## src/riscv_pkg.sv

```systemverilog
package riscv_pkg;

  typedef logic [31:0] word_t;

  // Major opcodes, low two bits always 11.
  localparam logic [6:0] LOAD     = 7'b00000_11;
  localparam logic [6:0] MISC_MEM = 7'b00011_11;
  localparam logic [6:0] OP_IMM   = 7'b00100_11;
  localparam logic [6:0] AUIPC    = 7'b00101_11;
  localparam logic [6:0] STORE    = 7'b01000_11;
  localparam logic [6:0] OP       = 7'b01100_11;
  localparam logic [6:0] LUI      = 7'b01101_11;
  localparam logic [6:0] BRANCH   = 7'b11000_11;
  localparam logic [6:0] JALR     = 7'b11001_11;
  localparam logic [6:0] JAL      = 7'b11011_11;
  localparam logic [6:0] SYSTEM   = 7'b11100_11;

  // Top two bits pick the group, low three follow funct3.
  typedef logic [4:0] alu_op_t;

  localparam alu_op_t ALU_ADD  = 5'b00_000;
  localparam alu_op_t ALU_SLL  = 5'b00_001;
  localparam alu_op_t ALU_SLTS = 5'b00_010;
  localparam alu_op_t ALU_SLTU = 5'b00_011;
  localparam alu_op_t ALU_XOR  = 5'b00_100;
  localparam alu_op_t ALU_SRL  = 5'b00_101;
  localparam alu_op_t ALU_OR   = 5'b00_110;
  localparam alu_op_t ALU_AND  = 5'b00_111;
  localparam alu_op_t ALU_SUB  = 5'b01_000;
  localparam alu_op_t ALU_SRA  = 5'b01_101;
  localparam alu_op_t ALU_EQ   = 5'b11_000;
  localparam alu_op_t ALU_NE   = 5'b11_001;
  localparam alu_op_t ALU_LTS  = 5'b11_100;
  localparam alu_op_t ALU_GES  = 5'b11_101;
  localparam alu_op_t ALU_LTU  = 5'b11_110;
  localparam alu_op_t ALU_GEU  = 5'b11_111;

  typedef logic [1:0] op_a_sel_t;

  localparam op_a_sel_t OP_A_RS1     = 2'd0;
  localparam op_a_sel_t OP_A_CURR_PC = 2'd1;
  localparam op_a_sel_t OP_A_ZERO    = 2'd2;

  typedef logic [2:0] op_b_sel_t;

  localparam op_b_sel_t OP_B_RS2   = 3'd0;
  localparam op_b_sel_t OP_B_IMM_I = 3'd1;
  localparam op_b_sel_t OP_B_IMM_U = 3'd2;
  localparam op_b_sel_t OP_B_IMM_S = 3'd3;
  // Constant 4.
  localparam op_b_sel_t OP_B_INCR  = 3'd4;

  typedef logic wb_sel_t;

  localparam wb_sel_t WB_EX_RESULT = 1'b0;
  localparam wb_sel_t WB_LSU_DATA  = 1'b1;

  // Same encoding as funct3 of loads and stores.
  typedef logic [2:0] ldst_size_t;

  localparam ldst_size_t LDST_B  = 3'b000;
  localparam ldst_size_t LDST_H  = 3'b001;
  localparam ldst_size_t LDST_W  = 3'b010;
  localparam ldst_size_t LDST_BU = 3'b100;
  localparam ldst_size_t LDST_HU = 3'b101;

  typedef struct packed {
    logic [6:0] funct7;
    logic [4:0] rs2;
    logic [4:0] rs1;
    logic [2:0] funct3;
    logic [4:0] rd;
    logic [6:0] opcode;
  } r_type_t;

  typedef struct packed {
    logic [11:0] imm;
    logic [4:0]  rs1;
    logic [2:0]  funct3;
    logic [4:0]  rd;
    logic [6:0]  opcode;
  } i_type_t;

  typedef struct packed {
    logic [6:0] imm_hi;
    logic [4:0] rs2;
    logic [4:0] rs1;
    logic [2:0] funct3;
    logic [4:0] imm_lo;
    logic [6:0] opcode;
  } s_type_t;

  typedef struct packed {
    logic       imm12;
    logic [5:0] imm10_5;
    logic [4:0] rs2;
    logic [4:0] rs1;
    logic [2:0] funct3;
    logic [3:0] imm4_1;
    logic       imm11;
    logic [6:0] opcode;
  } b_type_t;

  typedef struct packed {
    logic [19:0] imm;
    logic [4:0]  rd;
    logic [6:0]  opcode;
  } u_type_t;

  typedef struct packed {
    logic       imm20;
    logic [9:0] imm10_1;
    logic       imm11;
    logic [7:0] imm19_12;
    logic [4:0] rd;
    logic [6:0] opcode;
  } j_type_t;

  typedef union packed {
    r_type_t r;
    i_type_t i;
    s_type_t s;
    b_type_t b;
    u_type_t u;
    j_type_t j;
  } instr_u;

endpackage

```

## src/lsu_core_if.sv

```systemverilog
interface lsu_core_if;

  logic                  req;
  logic                  we;
  riscv_pkg::ldst_size_t size;
  riscv_pkg::word_t      addr;
  riscv_pkg::word_t      wdata;
  riscv_pkg::word_t      rdata;
  logic                  stall;

  modport core (
    output req, we, size, addr, wdata,
    input  rdata, stall
  );

  modport lsu (
    input  req, we, size, addr, wdata,
    output rdata, stall
  );

endinterface

```

## src/decoder_riscv.sv

```systemverilog
module decoder_riscv (
  input  riscv_pkg::instr_u     fetched_instr_i,
  input  logic                  lsu_stall_req_i,
  output riscv_pkg::op_a_sel_t  ex_op_a_sel_o,
  output riscv_pkg::op_b_sel_t  ex_op_b_sel_o,
  output riscv_pkg::alu_op_t    alu_op_o,
  output logic                  mem_req_o,
  output logic                  mem_we_o,
  output riscv_pkg::ldst_size_t mem_size_o,
  output logic                  gpr_we_a_o,
  output riscv_pkg::wb_sel_t    wb_src_sel_o,
  output logic                  illegal_instr_o,
  output logic                  branch_o,
  output logic                  jal_o,
  output logic                  jalr_o,
  output logic                  enpc_o
);

  localparam logic [6:0] F7_BASE = 7'b0000000;
  localparam logic [6:0] F7_ALT  = 7'b0100000;

  logic [6:0]  opcode;
  logic [2:0]  funct3;
  logic [6:0]  funct7;
  logic [24:0] sys_field;

  assign opcode    = fetched_instr_i.r.opcode;
  assign funct3    = fetched_instr_i.r.funct3;
  assign funct7    = fetched_instr_i.r.funct7;
  assign sys_field = fetched_instr_i[31:7];

  // Hold the PC while the LSU is busy.
  assign enpc_o = ~lsu_stall_req_i;

  always_comb begin
    ex_op_a_sel_o   = riscv_pkg::OP_A_RS1;
    ex_op_b_sel_o   = riscv_pkg::OP_B_IMM_I;
    alu_op_o        = riscv_pkg::ALU_ADD;
    mem_req_o       = 1'b0;
    mem_we_o        = 1'b0;
    mem_size_o      = riscv_pkg::LDST_B;
    gpr_we_a_o      = 1'b0;
    wb_src_sel_o    = riscv_pkg::WB_EX_RESULT;
    illegal_instr_o = 1'b0;
    branch_o        = 1'b0;
    jal_o           = 1'b0;
    jalr_o          = 1'b0;

    case (opcode)
      riscv_pkg::LOAD: begin
        mem_req_o    = 1'b1;
        mem_size_o   = funct3;
        gpr_we_a_o   = 1'b1;
        wb_src_sel_o = riscv_pkg::WB_LSU_DATA;
        if (funct3 == 3'b011 || funct3 == 3'b110 || funct3 == 3'b111) begin
          illegal_instr_o = 1'b1;
          mem_size_o      = riscv_pkg::LDST_B;
        end
      end

      // FENCE does nothing here.
      riscv_pkg::MISC_MEM: begin
      end

      riscv_pkg::OP_IMM: begin
        alu_op_o   = {2'b00, funct3};
        gpr_we_a_o = 1'b1;
        if (funct3 == 3'b001) begin
          illegal_instr_o = (funct7 != F7_BASE);
        end else if (funct3 == 3'b101) begin
          if (funct7 == F7_ALT) begin
            alu_op_o = {2'b01, funct3};
          end else if (funct7 != F7_BASE) begin
            illegal_instr_o = 1'b1;
          end
        end
      end

      riscv_pkg::AUIPC: begin
        ex_op_a_sel_o = riscv_pkg::OP_A_CURR_PC;
        ex_op_b_sel_o = riscv_pkg::OP_B_IMM_U;
        gpr_we_a_o    = 1'b1;
      end

      riscv_pkg::STORE: begin
        ex_op_b_sel_o = riscv_pkg::OP_B_IMM_S;
        mem_req_o     = 1'b1;
        mem_we_o      = 1'b1;
        mem_size_o    = funct3;
        wb_src_sel_o  = riscv_pkg::WB_LSU_DATA;
        if (funct3 != riscv_pkg::LDST_B && funct3 != riscv_pkg::LDST_H &&
            funct3 != riscv_pkg::LDST_W) begin
          illegal_instr_o = 1'b1;
          mem_size_o      = riscv_pkg::LDST_B;
        end
      end

      riscv_pkg::OP: begin
        ex_op_b_sel_o = riscv_pkg::OP_B_RS2;
        alu_op_o      = {2'b00, funct3};
        gpr_we_a_o    = 1'b1;
        // Only ADD and SRL have an alternate form.
        if (funct7 == F7_ALT) begin
          alu_op_o = {2'b01, funct3};
          if (funct3 != 3'b000 && funct3 != 3'b101) begin
            illegal_instr_o = 1'b1;
          end
        end else if (funct7 != F7_BASE) begin
          illegal_instr_o = 1'b1;
        end
      end

      riscv_pkg::LUI: begin
        ex_op_a_sel_o = riscv_pkg::OP_A_ZERO;
        ex_op_b_sel_o = riscv_pkg::OP_B_IMM_U;
        gpr_we_a_o    = 1'b1;
      end

      riscv_pkg::BRANCH: begin
        ex_op_b_sel_o = riscv_pkg::OP_B_RS2;
        alu_op_o      = {2'b11, funct3};
        branch_o      = 1'b1;
        if (funct3 == 3'b010 || funct3 == 3'b011) begin
          illegal_instr_o = 1'b1;
          alu_op_o        = riscv_pkg::ALU_EQ;
        end
      end

      // Link value is PC plus 4, the target is computed in the core.
      riscv_pkg::JALR: begin
        ex_op_a_sel_o   = riscv_pkg::OP_A_CURR_PC;
        ex_op_b_sel_o   = riscv_pkg::OP_B_INCR;
        gpr_we_a_o      = 1'b1;
        jalr_o          = 1'b1;
        illegal_instr_o = (funct3 != 3'b000);
      end

      riscv_pkg::JAL: begin
        ex_op_a_sel_o = riscv_pkg::OP_A_CURR_PC;
        ex_op_b_sel_o = riscv_pkg::OP_B_INCR;
        gpr_we_a_o    = 1'b1;
        jal_o         = 1'b1;
      end

      // ECALL and EBREAK have no trap support.
      riscv_pkg::SYSTEM: begin
        if (sys_field == 25'd0 || sys_field == {12'd1, 13'd0}) begin
          illegal_instr_o = 1'b1;
        end
      end

      default: begin
        illegal_instr_o = 1'b1;
      end
    endcase

    // At most one control transfer kind per instruction.
    assert ($onehot0({branch_o, jal_o, jalr_o}))
      else $error("decoder: more than one control transfer flag set");
  end

endmodule

```

## src/alu_riscv.sv

```systemverilog
module alu_riscv (
  input  riscv_pkg::alu_op_t operator_i,
  input  riscv_pkg::word_t   operand_a_i,
  input  riscv_pkg::word_t   operand_b_i,
  output riscv_pkg::word_t   result_o,
  output logic               flag_o
);

  logic [4:0] shamt;
  logic       lt_signed;
  logic       lt_unsigned;

  assign shamt       = operand_b_i[4:0];
  assign lt_signed   = $signed(operand_a_i) < $signed(operand_b_i);
  assign lt_unsigned = operand_a_i < operand_b_i;

  always_comb begin
    result_o = '0;
    flag_o   = 1'b0;
    case (operator_i)
      riscv_pkg::ALU_ADD:  result_o = operand_a_i + operand_b_i;
      riscv_pkg::ALU_SUB:  result_o = operand_a_i - operand_b_i;
      riscv_pkg::ALU_SLL:  result_o = operand_a_i << shamt;
      riscv_pkg::ALU_SLTS: result_o = {31'd0, lt_signed};
      riscv_pkg::ALU_SLTU: result_o = {31'd0, lt_unsigned};
      riscv_pkg::ALU_XOR:  result_o = operand_a_i ^ operand_b_i;
      riscv_pkg::ALU_SRL:  result_o = operand_a_i >> shamt;
      riscv_pkg::ALU_SRA:  result_o = $signed(operand_a_i) >>> shamt;
      riscv_pkg::ALU_OR:   result_o = operand_a_i | operand_b_i;
      riscv_pkg::ALU_AND:  result_o = operand_a_i & operand_b_i;
      // Comparisons leave the result at zero.
      riscv_pkg::ALU_EQ:   flag_o = (operand_a_i == operand_b_i);
      riscv_pkg::ALU_NE:   flag_o = (operand_a_i != operand_b_i);
      riscv_pkg::ALU_LTS:  flag_o = lt_signed;
      riscv_pkg::ALU_GES:  flag_o = ~lt_signed;
      riscv_pkg::ALU_LTU:  flag_o = lt_unsigned;
      riscv_pkg::ALU_GEU:  flag_o = ~lt_unsigned;
      default: begin
      end
    endcase
  end

endmodule

```

## src/rf_riscv.sv

```systemverilog
module rf_riscv (
  input  logic             clk_i,
  input  logic             rst_i,
  input  logic [4:0]       ra1_i,
  input  logic [4:0]       ra2_i,
  input  logic [4:0]       wa_i,
  input  logic             we_i,
  input  riscv_pkg::word_t wd_i,
  output riscv_pkg::word_t rd1_o,
  output riscv_pkg::word_t rd2_o
);

  riscv_pkg::word_t regs [32];

  always_ff @(posedge clk_i) begin
    if (rst_i) begin
      for (int i = 0; i < 32; i++) begin
        regs[i] <= '0;
      end
    end else if (we_i && wa_i != 5'd0) begin
      regs[wa_i] <= wd_i;
    end
  end

  // x0 always reads as zero.
  assign rd1_o = (ra1_i == 5'd0) ? '0 : regs[ra1_i];
  assign rd2_o = (ra2_i == 5'd0) ? '0 : regs[ra2_i];

endmodule

```

## src/lsu_riscv.sv

```systemverilog
module lsu_riscv (
  input  logic             clk_i,
  input  logic             rst_i,
  lsu_core_if.lsu          core,
  output logic             mem_req_o,
  output logic             mem_we_o,
  output logic [3:0]       mem_be_o,
  output riscv_pkg::word_t mem_addr_o,
  output riscv_pkg::word_t mem_wdata_o,
  input  riscv_pkg::word_t mem_rdata_i
);

  logic        done_q;
  logic [1:0]  offset;
  logic [7:0]  byte_lane;
  logic [15:0] half_lane;

  assign offset = core.addr[1:0];

  // First cycle of an access stalls, the second finishes it.
  assign core.stall = core.req & ~done_q;

  always_ff @(posedge clk_i) begin
    if (rst_i) begin
      done_q <= 1'b0;
    end else begin
      done_q <= core.stall;
    end
  end

  assign mem_req_o  = core.stall;
  assign mem_we_o   = core.stall & core.we;
  assign mem_addr_o = {core.addr[31:2], 2'b00};

  // Replicate store data over all lanes.
  always_comb begin
    case (core.size[1:0])
      2'b00: begin
        mem_be_o    = 4'b0001 << offset;
        mem_wdata_o = {4{core.wdata[7:0]}};
      end
      2'b01: begin
        mem_be_o    = offset[1] ? 4'b1100 : 4'b0011;
        mem_wdata_o = {2{core.wdata[15:0]}};
      end
      default: begin
        mem_be_o    = 4'b1111;
        mem_wdata_o = core.wdata;
      end
    endcase
  end

  assign byte_lane = mem_rdata_i[{offset, 3'b000} +: 8];
  assign half_lane = offset[1] ? mem_rdata_i[31:16] : mem_rdata_i[15:0];

  always_comb begin
    case (core.size)
      riscv_pkg::LDST_B:  core.rdata = {{24{byte_lane[7]}}, byte_lane};
      riscv_pkg::LDST_H:  core.rdata = {{16{half_lane[15]}}, half_lane};
      riscv_pkg::LDST_BU: core.rdata = {24'd0, byte_lane};
      riscv_pkg::LDST_HU: core.rdata = {16'd0, half_lane};
      default:            core.rdata = mem_rdata_i;
    endcase
  end

  // Each access issues a single request cycle.
  assert property (@(posedge clk_i) disable iff (rst_i) mem_req_o |=> !mem_req_o)
    else $error("lsu: memory request held for two cycles");

endmodule

```

## src/riscv_core.sv

```systemverilog
module riscv_core #(
  parameter riscv_pkg::word_t RESET_ADDR = 32'h0000_0000
) (
  input  logic             clk_i,
  input  logic             rst_i,
  input  riscv_pkg::word_t instr_i,
  output riscv_pkg::word_t instr_addr_o,
  output logic             mem_req_o,
  output logic             mem_we_o,
  output logic [3:0]       mem_be_o,
  output riscv_pkg::word_t mem_addr_o,
  output riscv_pkg::word_t mem_wdata_o,
  input  riscv_pkg::word_t mem_rdata_i,
  output logic             illegal_instr_o
);

  riscv_pkg::instr_u     instr;
  riscv_pkg::word_t      pc_q;
  riscv_pkg::word_t      pc_next;
  riscv_pkg::word_t      imm_i;
  riscv_pkg::word_t      imm_s;
  riscv_pkg::word_t      imm_b;
  riscv_pkg::word_t      imm_u;
  riscv_pkg::word_t      imm_j;
  riscv_pkg::word_t      rd1;
  riscv_pkg::word_t      rd2;
  riscv_pkg::word_t      op_a;
  riscv_pkg::word_t      op_b;
  riscv_pkg::word_t      alu_result;
  riscv_pkg::word_t      wb_data;
  riscv_pkg::op_a_sel_t  op_a_sel;
  riscv_pkg::op_b_sel_t  op_b_sel;
  riscv_pkg::alu_op_t    alu_op;
  riscv_pkg::ldst_size_t mem_size;
  riscv_pkg::wb_sel_t    wb_sel;
  logic                  dec_mem_req;
  logic                  dec_mem_we;
  logic                  gpr_we;
  logic                  illegal;
  logic                  branch;
  logic                  jal;
  logic                  jalr;
  logic                  enpc;
  logic                  alu_flag;
  logic                  rf_we;

  lsu_core_if lsu_bus ();

  assign instr = instr_i;

  assign imm_i = {{20{instr.i.imm[11]}}, instr.i.imm};
  assign imm_s = {{20{instr.s.imm_hi[6]}}, instr.s.imm_hi, instr.s.imm_lo};
  assign imm_b = {{19{instr.b.imm12}}, instr.b.imm12, instr.b.imm11,
                  instr.b.imm10_5, instr.b.imm4_1, 1'b0};
  assign imm_u = {instr.u.imm, 12'd0};
  assign imm_j = {{11{instr.j.imm20}}, instr.j.imm20, instr.j.imm19_12,
                  instr.j.imm11, instr.j.imm10_1, 1'b0};

  decoder_riscv u_decoder (
    .fetched_instr_i (instr),
    .lsu_stall_req_i (lsu_bus.stall),
    .ex_op_a_sel_o   (op_a_sel),
    .ex_op_b_sel_o   (op_b_sel),
    .alu_op_o        (alu_op),
    .mem_req_o       (dec_mem_req),
    .mem_we_o        (dec_mem_we),
    .mem_size_o      (mem_size),
    .gpr_we_a_o      (gpr_we),
    .wb_src_sel_o    (wb_sel),
    .illegal_instr_o (illegal),
    .branch_o        (branch),
    .jal_o           (jal),
    .jalr_o          (jalr),
    .enpc_o          (enpc)
  );

  always_comb begin
    case (op_a_sel)
      riscv_pkg::OP_A_RS1:     op_a = rd1;
      riscv_pkg::OP_A_CURR_PC: op_a = pc_q;
      default:                 op_a = '0;
    endcase
  end

  always_comb begin
    case (op_b_sel)
      riscv_pkg::OP_B_RS2:   op_b = rd2;
      riscv_pkg::OP_B_IMM_I: op_b = imm_i;
      riscv_pkg::OP_B_IMM_U: op_b = imm_u;
      riscv_pkg::OP_B_IMM_S: op_b = imm_s;
      riscv_pkg::OP_B_INCR:  op_b = 32'd4;
      default:               op_b = '0;
    endcase
  end

  alu_riscv u_alu (
    .operator_i  (alu_op),
    .operand_a_i (op_a),
    .operand_b_i (op_b),
    .result_o    (alu_result),
    .flag_o      (alu_flag)
  );

  // Writes only on the last cycle of an instruction.
  assign rf_we   = gpr_we & ~illegal & enpc;
  assign wb_data = (wb_sel == riscv_pkg::WB_LSU_DATA) ? lsu_bus.rdata : alu_result;

  rf_riscv u_rf (
    .clk_i (clk_i),
    .rst_i (rst_i),
    .ra1_i (instr.i.rs1),
    .ra2_i (instr.s.rs2),
    .wa_i  (instr.i.rd),
    .we_i  (rf_we),
    .wd_i  (wb_data),
    .rd1_o (rd1),
    .rd2_o (rd2)
  );

  assign lsu_bus.req   = dec_mem_req & ~illegal;
  assign lsu_bus.we    = dec_mem_we;
  assign lsu_bus.size  = mem_size;
  assign lsu_bus.addr  = alu_result;
  assign lsu_bus.wdata = rd2;

  lsu_riscv u_lsu (
    .clk_i       (clk_i),
    .rst_i       (rst_i),
    .core        (lsu_bus.lsu),
    .mem_req_o   (mem_req_o),
    .mem_we_o    (mem_we_o),
    .mem_be_o    (mem_be_o),
    .mem_addr_o  (mem_addr_o),
    .mem_wdata_o (mem_wdata_o),
    .mem_rdata_i (mem_rdata_i)
  );

  // Illegal instructions fall through to PC plus 4.
  always_comb begin
    pc_next = pc_q + 32'd4;
    if (!illegal) begin
      if (jalr) begin
        pc_next = (rd1 + imm_i) & ~32'd1;
      end else if (jal) begin
        pc_next = pc_q + imm_j;
      end else if (branch && alu_flag) begin
        pc_next = pc_q + imm_b;
      end
    end
  end

  always_ff @(posedge clk_i) begin
    if (rst_i) begin
      pc_q <= RESET_ADDR;
    end else if (enpc) begin
      pc_q <= pc_next;
    end
  end

  assign instr_addr_o    = pc_q;
  assign illegal_instr_o = illegal;

  // Jump targets must keep the fetch address on a word boundary.
  assert property (@(posedge clk_i) disable iff (rst_i) pc_q[1:0] == 2'b00)
    else $error("core: PC not word-aligned");

endmodule

```

## config.mk

```make
export PLATFORM = sky130hd
export DESIGN_NAME = riscv_core
export DESIGN_NICKNAME = d
export VERILOG_FILES = /design/src/riscv_pkg.sv /design/src/lsu_core_if.sv /design/src/decoder_riscv.sv /design/src/alu_riscv.sv /design/src/rf_riscv.sv /design/src/lsu_riscv.sv /design/src/riscv_core.sv
export SDC_FILE = /design/constraint.sdc
export NUM_CORES = 2
export LEC_CHECK = 0
export BUFFER_PORTS_ARGS = -buffer_cell sky130_fd_sc_hd__buf_4
export CORE_ASPECT_RATIO = 0.5
export CORE_MARGIN = 1.5
export CORE_UTILIZATION = 40
export DETAILED_ROUTE_END_ITERATION = 12
export SLEW_MARGIN = 5
export SYNTH_ARGS = -nofsm -noshare
export SYNTH_HDL_FRONTEND = slang
export SYNTH_SLANG_ARGS = --single-unit
export TNS_END_PERCENT = 50
```

## constraint.sdc

```tcl
create_clock -name clk_i -period 12.6 [get_ports clk_i]
set_input_delay 1.26 -clock clk_i [delete_from_list [all_inputs] [get_ports clk_i]]
set_output_delay 1.26 -clock clk_i [all_outputs]
set_load 0.05 [all_outputs]
```

# Word-level counts from Yosys, hierarchy flattened
# Memory sizes are Yosys's and may differ from the RTL's.
# Index checks and enable logic that the tools add are counted.
# word_totals
register_bits	33
mem_count	1
in_bits	66
out_inout_bits	103
ram_bits	1024
latch_bits	0
rom_bits	0
# classes
n_reduce_logical	28
add_sub_neg	6
n_lt_le_gt_ge	2
n_mul	0
mux	51
shift	5
n_div	0
bitwise_logic	13
n_eq_ne	48
# mem_list
name	words	word_bits	rd	rd_ports_with_merged_regs	write_ports	line	source
u_rf.regs	32	32	2	0	32	rf_riscv.sv:13	riscv_pkg::word_t regs [32];
# ops
operator	n
32-bit one-hot mux with 10 select lines	1
32-bit two-way mux	8
32-bit one-hot mux with 5 select lines	1
32-bit adder	4
32-bit one-hot mux with 2 select lines	2
32-bit one-hot mux with 4 select lines	1
32-bit less-than comparator	2
32-bit by 3-bit adder with 32-bit output, second input constant	1
32-bit AND	1
32-bit equality test	1
32-bit != test	1
32-bit OR	1
32-bit OR reduction	1
32-bit by 6-bit indexed part select with 8-bit output	1
32-bit by 5-bit left shift with 32-bit output	1
32-bit by 5-bit right shift with 32-bit output	1
32-bit by 5-bit >>> shifter with 32-bit output	1
32-bit subtractor	1
32-bit XOR	1
5-bit equality test, second input constant	6
7-bit by 6-bit equality test with 1-bit output, second input constant	4
7-bit equality test, second input constant	4
25-bit by 14-bit equality test with 1-bit output, second input constant	1
25-bit logical NOT	1
other kinds (41)	106

# Logic depth before layout (Yosys ltp)
# logic_depth
depth_word	17
depth_mapped	33
depth_no_buf	23

# Modules after synthesis
# Synthesis repeated with hierarchy kept, for this count alone.
# unflattened
cells_unflattened	6357
area_unflattened_um2	73130.1
# modules_own_cells
module	cells_each	instances	area_per_inst_um2
rf_riscv	3502	1	54237.0
riscv_core	1295	1	8797.2
alu_riscv	1263	1	8091.5
lsu_riscv	214	1	1482.7
decoder_riscv	83	1	521.8

# Worst setup path before layout
# No wires, ideal clock.
# synth_path
path_type	input port to output port
from	in instr_i[20]
to	out mem_be_o[0]
t_arrival_ns	9.172
slack_ns	2.168
path_stages	29
n_path_buf	11
cell_sequence	buf_4 -> buf_6 -> buf_6 -> buf_4 -> buf_2 -> buf_1 -> clkbuf_1 -> clkbuf_1 -> buf_1 -> mux2i_1 -> o21ai_0 -> o22ai_1 -> nor3_1 -> o21ai_0 -> o21a_1 -> ha_1 -> clkbuf_1 -> nand2b_1 -> nor3b_1 -> nand2_1 -> or3b_2 -> o221a_2 -> o211ai_1 -> xor2_1 -> nor3_1 -> a2111oi_0 -> a31oi_1 -> buf_2 -> o21ai_0
# synth_via
elab_chain_len	7
# synth_lines
item	line	source
start: declaration	riscv_core.sv:6	input riscv_pkg::word_t instr_i,
memory 32 x 32 bit or 5-bit logical NOT (tied branches)	n/a	
32-bit two-way mux	rf_riscv.sv:27	assign rd2_o = (ra2_i == 5'd0) ? '0 : regs[ra2_i];
32-bit one-hot mux with 5 select lines *	riscv_core.sv:86	case (op_b_sel)
32-bit subtractor, or another cell as far along	alu_riscv.sv:22	riscv_pkg::ALU_SUB: result_o = operand_a_i - operand_b_i;
32-bit one-hot mux with 10 select lines *	alu_riscv.sv:20	case (operator_i)
4-bit two-way mux or 1-bit by 2-bit left shift with 4-bit output (tied branches)	lsu_riscv.sv:43, lsu_riscv.sv:39	
4-bit one-hot mux with 2 select lines *	lsu_riscv.sv:37	case (core.size[1:0])
end: declaration	riscv_core.sv:10	output logic [3:0] mem_be_o,
# Mark *: on every way between the ends. The rest lies on a longest branch, timed or not.

# Worst setup path after layout
# layout_path
from	in instr_i[17]
to	out mem_be_o[2]
# layout_via
elab_chain_len	7
# layout_lines
item	line	source
memory 32 x 32 bit or 5-bit logical NOT (tied branches)	n/a	
32-bit two-way mux	rf_riscv.sv:26	assign rd1_o = (ra1_i == 5'd0) ? '0 : regs[ra1_i];
32-bit one-hot mux with 2 select lines	riscv_core.sv:78	case (op_a_sel)
32-bit subtractor, or another cell as far along	alu_riscv.sv:22	
32-bit one-hot mux with 10 select lines *	alu_riscv.sv:20	
4-bit two-way mux or 1-bit by 2-bit left shift with 4-bit output (tied branches)	lsu_riscv.sv:43, lsu_riscv.sv:39	
4-bit one-hot mux with 2 select lines *	lsu_riscv.sv:37	
# Marks and branches as above.

==> flow_metrics.py <==
metrics = {
    "run_status": {
        "status": "complete, but fails checks",
        "violations": "max-slew violations",
    },
    "yosys": {
        "ys.flop_type": "edfxtp_1",
        "synth_area_um2": 71890,
        "ys_ff_latch": 1056,
        "synth_fa_ha_area_share_pct": 3.185,
        "synth_top_family_by_area": "multiplexers",
        "yosysSeqAreaShare_pct": 43.66,
        "synth_edf_count": 1024,
        "synth_warnings": 0,
        "synth_compound_area_share_pct": 14.15,
        "synthArstFlopShare_pct": 0,
        "synth_xor_area_share_pct": 1.279,
        "ys_types": 99,
        "netlist_instances": 6674,
        "synth-simple-area-share_pct": 13.49,
        "syn_area_per_cell_um2": 10.77,
        "muxShareOfSynthArea_pct": 19.71,
    },
    "timing": {
        "hold_viol_final": 0,
        "max_clock_freq_ghz": 0.09078,
        "slew_violations": 2,
        "whs_ns": 0.6462,
        "slew_headroom_pct": -2.271,
        "setup_violations": 0,
        "worst_slew_pin_slew_ns": 1.534,
        "finalSetupTns_ns": 0,
        "rsz0062_at_grt": "false",
        "period_minus_slack_ns": 11.02,
        "period_share_pct": 87.43,
        "skew_ns": 0.08465,
        "setup_slack_ns": 1.584,
    },
    "clock_tree": {
        "htreeDepth": 3,
        "cts_tree": "done",
        "cts-hold-fix-buffers": 0,
        "clockBufferDepth": 3,
        "cts_setup_buffers": 0,
        "cts-root-buf": "clkbuf_16",
        "cts_buffers": 102,
        "post_cts_resize_count": 0,
        "cts_sinks": 1056,
        "worstSkewPairLatency_ns": 0.79,
        "path_clk_slew_ns": 0.07,
    },
    "critical_path": {
        "cp_data_required_time_ns": 11.34,
        "endpoint_kind": "primary output",
        "reg2reg_depth": 19,
        "worstPathArrival_ns": 9.76,
        "reg2reg_from": "u_rf.regs[4][15]$_SDFFCE_PN0P_",
        "start_kind": "primary input",
        "timing.rr.end": "u_rf.regs[2][4]$_SDFFCE_PN0P_",
        "path_max_fanout": 66,
        "worst-r2r-setup-slack_ns": 3.03,
        "critical_path_class": "primary input to primary output",
    },
    "placement": {
        "hpwl_um": 209200,
        "place_inst": 8899,
        "portBuffers": 165,
        "placed_area_um2": 76090,
        "post-place-ws_ns": 1.820,
        "gp_congestion": 1.025,
    },
    "grt": {
        "grt_pass1_wl_um": 436100,
        "gr-total-overflow": 0,
        "first_global_vias": 56790,
        "antenna_found_initial": 21,
        "grt_max_degree": 85,
        "track_usage_pct": 33.62,
    },
    "hold_path": {
        "min_path_cells": 2,
        "min_to": "instr_addr_o[1]$_SDFFE_PP0P_",
        "holdCritPathClass": "register to register",
        "hold_start": "instr_addr_o[1]$_SDFFE_PP0P_",
    },
    "finish": {
        "layout.nets": 6863,
        "fillers": 16580,
        "area_growth_pct": 10.41,
        "final_area_um2": 79370,
        "postLayoutCoreUtil_pct": 44.70,
        "fin_cells": 9098,
        "layout-drive-gt1-share_pct": 18.23,
    },
    "die": {
        "die_h_um": 302.8,
        "die_x_um": 602.5,
        "start_util_pct": 40.49,
        "die_area_um2": 182400,
        "ioPinCount": 169,
        "rows": 109,
        "fp.coreArea_um2": 177600,
    },
    "detailed_routing": {
        "drt_iter0_drc": 9940,
        "postRouteAntennaNets": 0,
        "vias_per_cell": 6.769,
        "vias": 61590,
        "drc": 0,
        "drtPass1Iterations": 6,
        "wl_um": 315900,
        "wire_per_inst_um": 34.73,
    },
    "power": {
        "p_int_mw": 6.559,
        "switching_share_pct": 37.89,
        "seqPwrFrac_pct": 38.2,
        "p_leak_nw": 29.93,
        "finalPower_mw": 10.56,
        "switching_power_mw": 4.001,
        "ir_drop_mv": 0.1453,
        "combPwrFrac_pct": 32.4,
        "p_clk_share_pct": 29.4,
        "power.density_nw_per_um2": 133.0,
    },
    "run": {
        "maxCapViolations": 0,
    },
}
-- metal layers --
layer  share of wire (%)  GRT usage, %  wire length, µm  vias up
li1                    -             -                -    25110
met1                  38         44.49           119500    30610
met2                  42         49.32           132800     4878
met3                  14         10.94            44690      962
met4                 6.0         17.42            18860       18
met5               0.037             0              117        -
-- synth_stat cells, drive strengths merged, types with 64 or more instances --
cell | count | area share (%)
clkbuf | 355 | 1.9
buf | 261 | 2.0
edfxtp | 1024 | 43
nand3 | 64 | 0.45
and2 | 78 | 0.68
a22oi | 215 | 2.2
a211oi | 74 | 0.86
inv | 127 | 0.66
o21ai | 255 | 1.8
o22ai | 67 | 0.58
nor3 | 233 | 2.7
nand2 | 323 | 1.7
ha | 175 | 3.0
mux2i | 695 | 9.7
nand2b | 69 | 0.60
a21oi | 388 | 2.7
nor2 | 1076 | 5.6
mux4 | 301 | 9.4
a21o | 66 | 0.69
-- kinds of logic after synthesis --
logic type | after synthesis
DFF | 1056
buffers and inverters | 746
and+or+nand+nor | 2031
xor gates and xnor gates | 105
AOI/OAI and AO/OA | 1521
adders and majority gates | 180
muxes | 1034
other | 1
-- area by class of cell --
cell class	instances	area, µm²	area share (%)
Tap cell	2386	2985	3.761
Multi-Input combinational cell	4906	37880	47.73
Clock buffer	122	2628	3.310
Clock inverter	67	630.6	0.7945
Sequential cell	1056	31390	39.55
Inverter	130	489.2	0.6163
Timing Repair Buffer	421	3344	4.213
Antenna cell	10	25.02	0.03153
-- worst max-delay path: stages --
cell	delay (ns)
buf_4	0.60
and2_4	0.72
buf_12	0.51
a22oi_1	0.14
a21oi_1	0.19
a211oi_1	0.11
a32oi_1	1.26
inv_1	0.19
ha_1	0.59
nor3b_1	0.37
nand2_1	0.15
or3b_2	0.46
o221a_2	0.28
o211ai_1	0.70
xor2_1	0.21
nor3_1	0.07
a2111oi_2	0.84
a31oi_1	0.17
buf_4	0.24
nand2b_1	0.28
nand2_1	0.13
buf_4	0.22
-- registers in the layout, indices dropped and copies added (netlist names) --
register / cells
u_rf.regs: 1024
instr_addr_o: 31
u_lsu.done_q: 1
-- how the worst max path moves through the flow --
| stage | start | endpoint | slack [ns] | cells after the start |
|---|---|---|---|---|
| floorplan | instr_i[20] | mem_be_o[0] | 2.17 | 29 |
| global placement | instr_i[17] | u_rf.regs[7][4]$_SDFFCE_PN0P_ | 1.81 | 22 |
| detailed placement | instr_i[15] | u_rf.regs[15][4]$_SDFFCE_PN0P_ | 1.82 | 22 |
| CTS | instr_i[15] | mem_be_o[2] | 2.10 | 22 |
| global route | instr_i[17] | mem_be_o[2] | 1.55 | 22 |
| finish | instr_i[17] | mem_be_o[2] | 1.58 | 22 |
-- power groups by stage --
stage / clock [mW] / combinational [mW] / sequential [mW]
after CTS: 3.10 / 3.28 / 4.03
final: 3.10 / 3.43 / 4.03
after global placement: 0 / 3.28 / 4.10
after detailed placement: 0 / 3.27 / 4.10
after global routing: 3.24 / 3.51 / 4.04
after floorplan: 0 / 2.03 / 4.08
-- layout by cell type (no fill, tap or decap), drive strengths merged, types with 21 or more instances in the layout --
cell,Yosys,layout
o21a,43,43
nor3,233,233
mux2i,695,695
nand2b,69,69
and2,78,78
and3,33,33
clkbuf,355,122
xor2,46,46
mux2,38,38
o221ai,60,60
a32oi,28,28
o31ai,21,21
a211oi,74,74
or3,29,29
clkinv,3,55
o211ai,54,54
a22oi,215,215
dfxtp,32,32
nor2,1076,1076
o21bai,33,33
nand2,323,323
edfxtp,1024,1024
o22ai,67,67
xnor2,59,59
a31oi,52,52
a21o,66,66
nand3,64,64
a21oi,388,388
mux4,301,301
inv,127,132
buf,261,421
ha,175,175
a221oi,27,27
nor2b,30,30
conb,1,35
o21ai,255,255
Note: power is estimated with default switching activity, not from simulation.
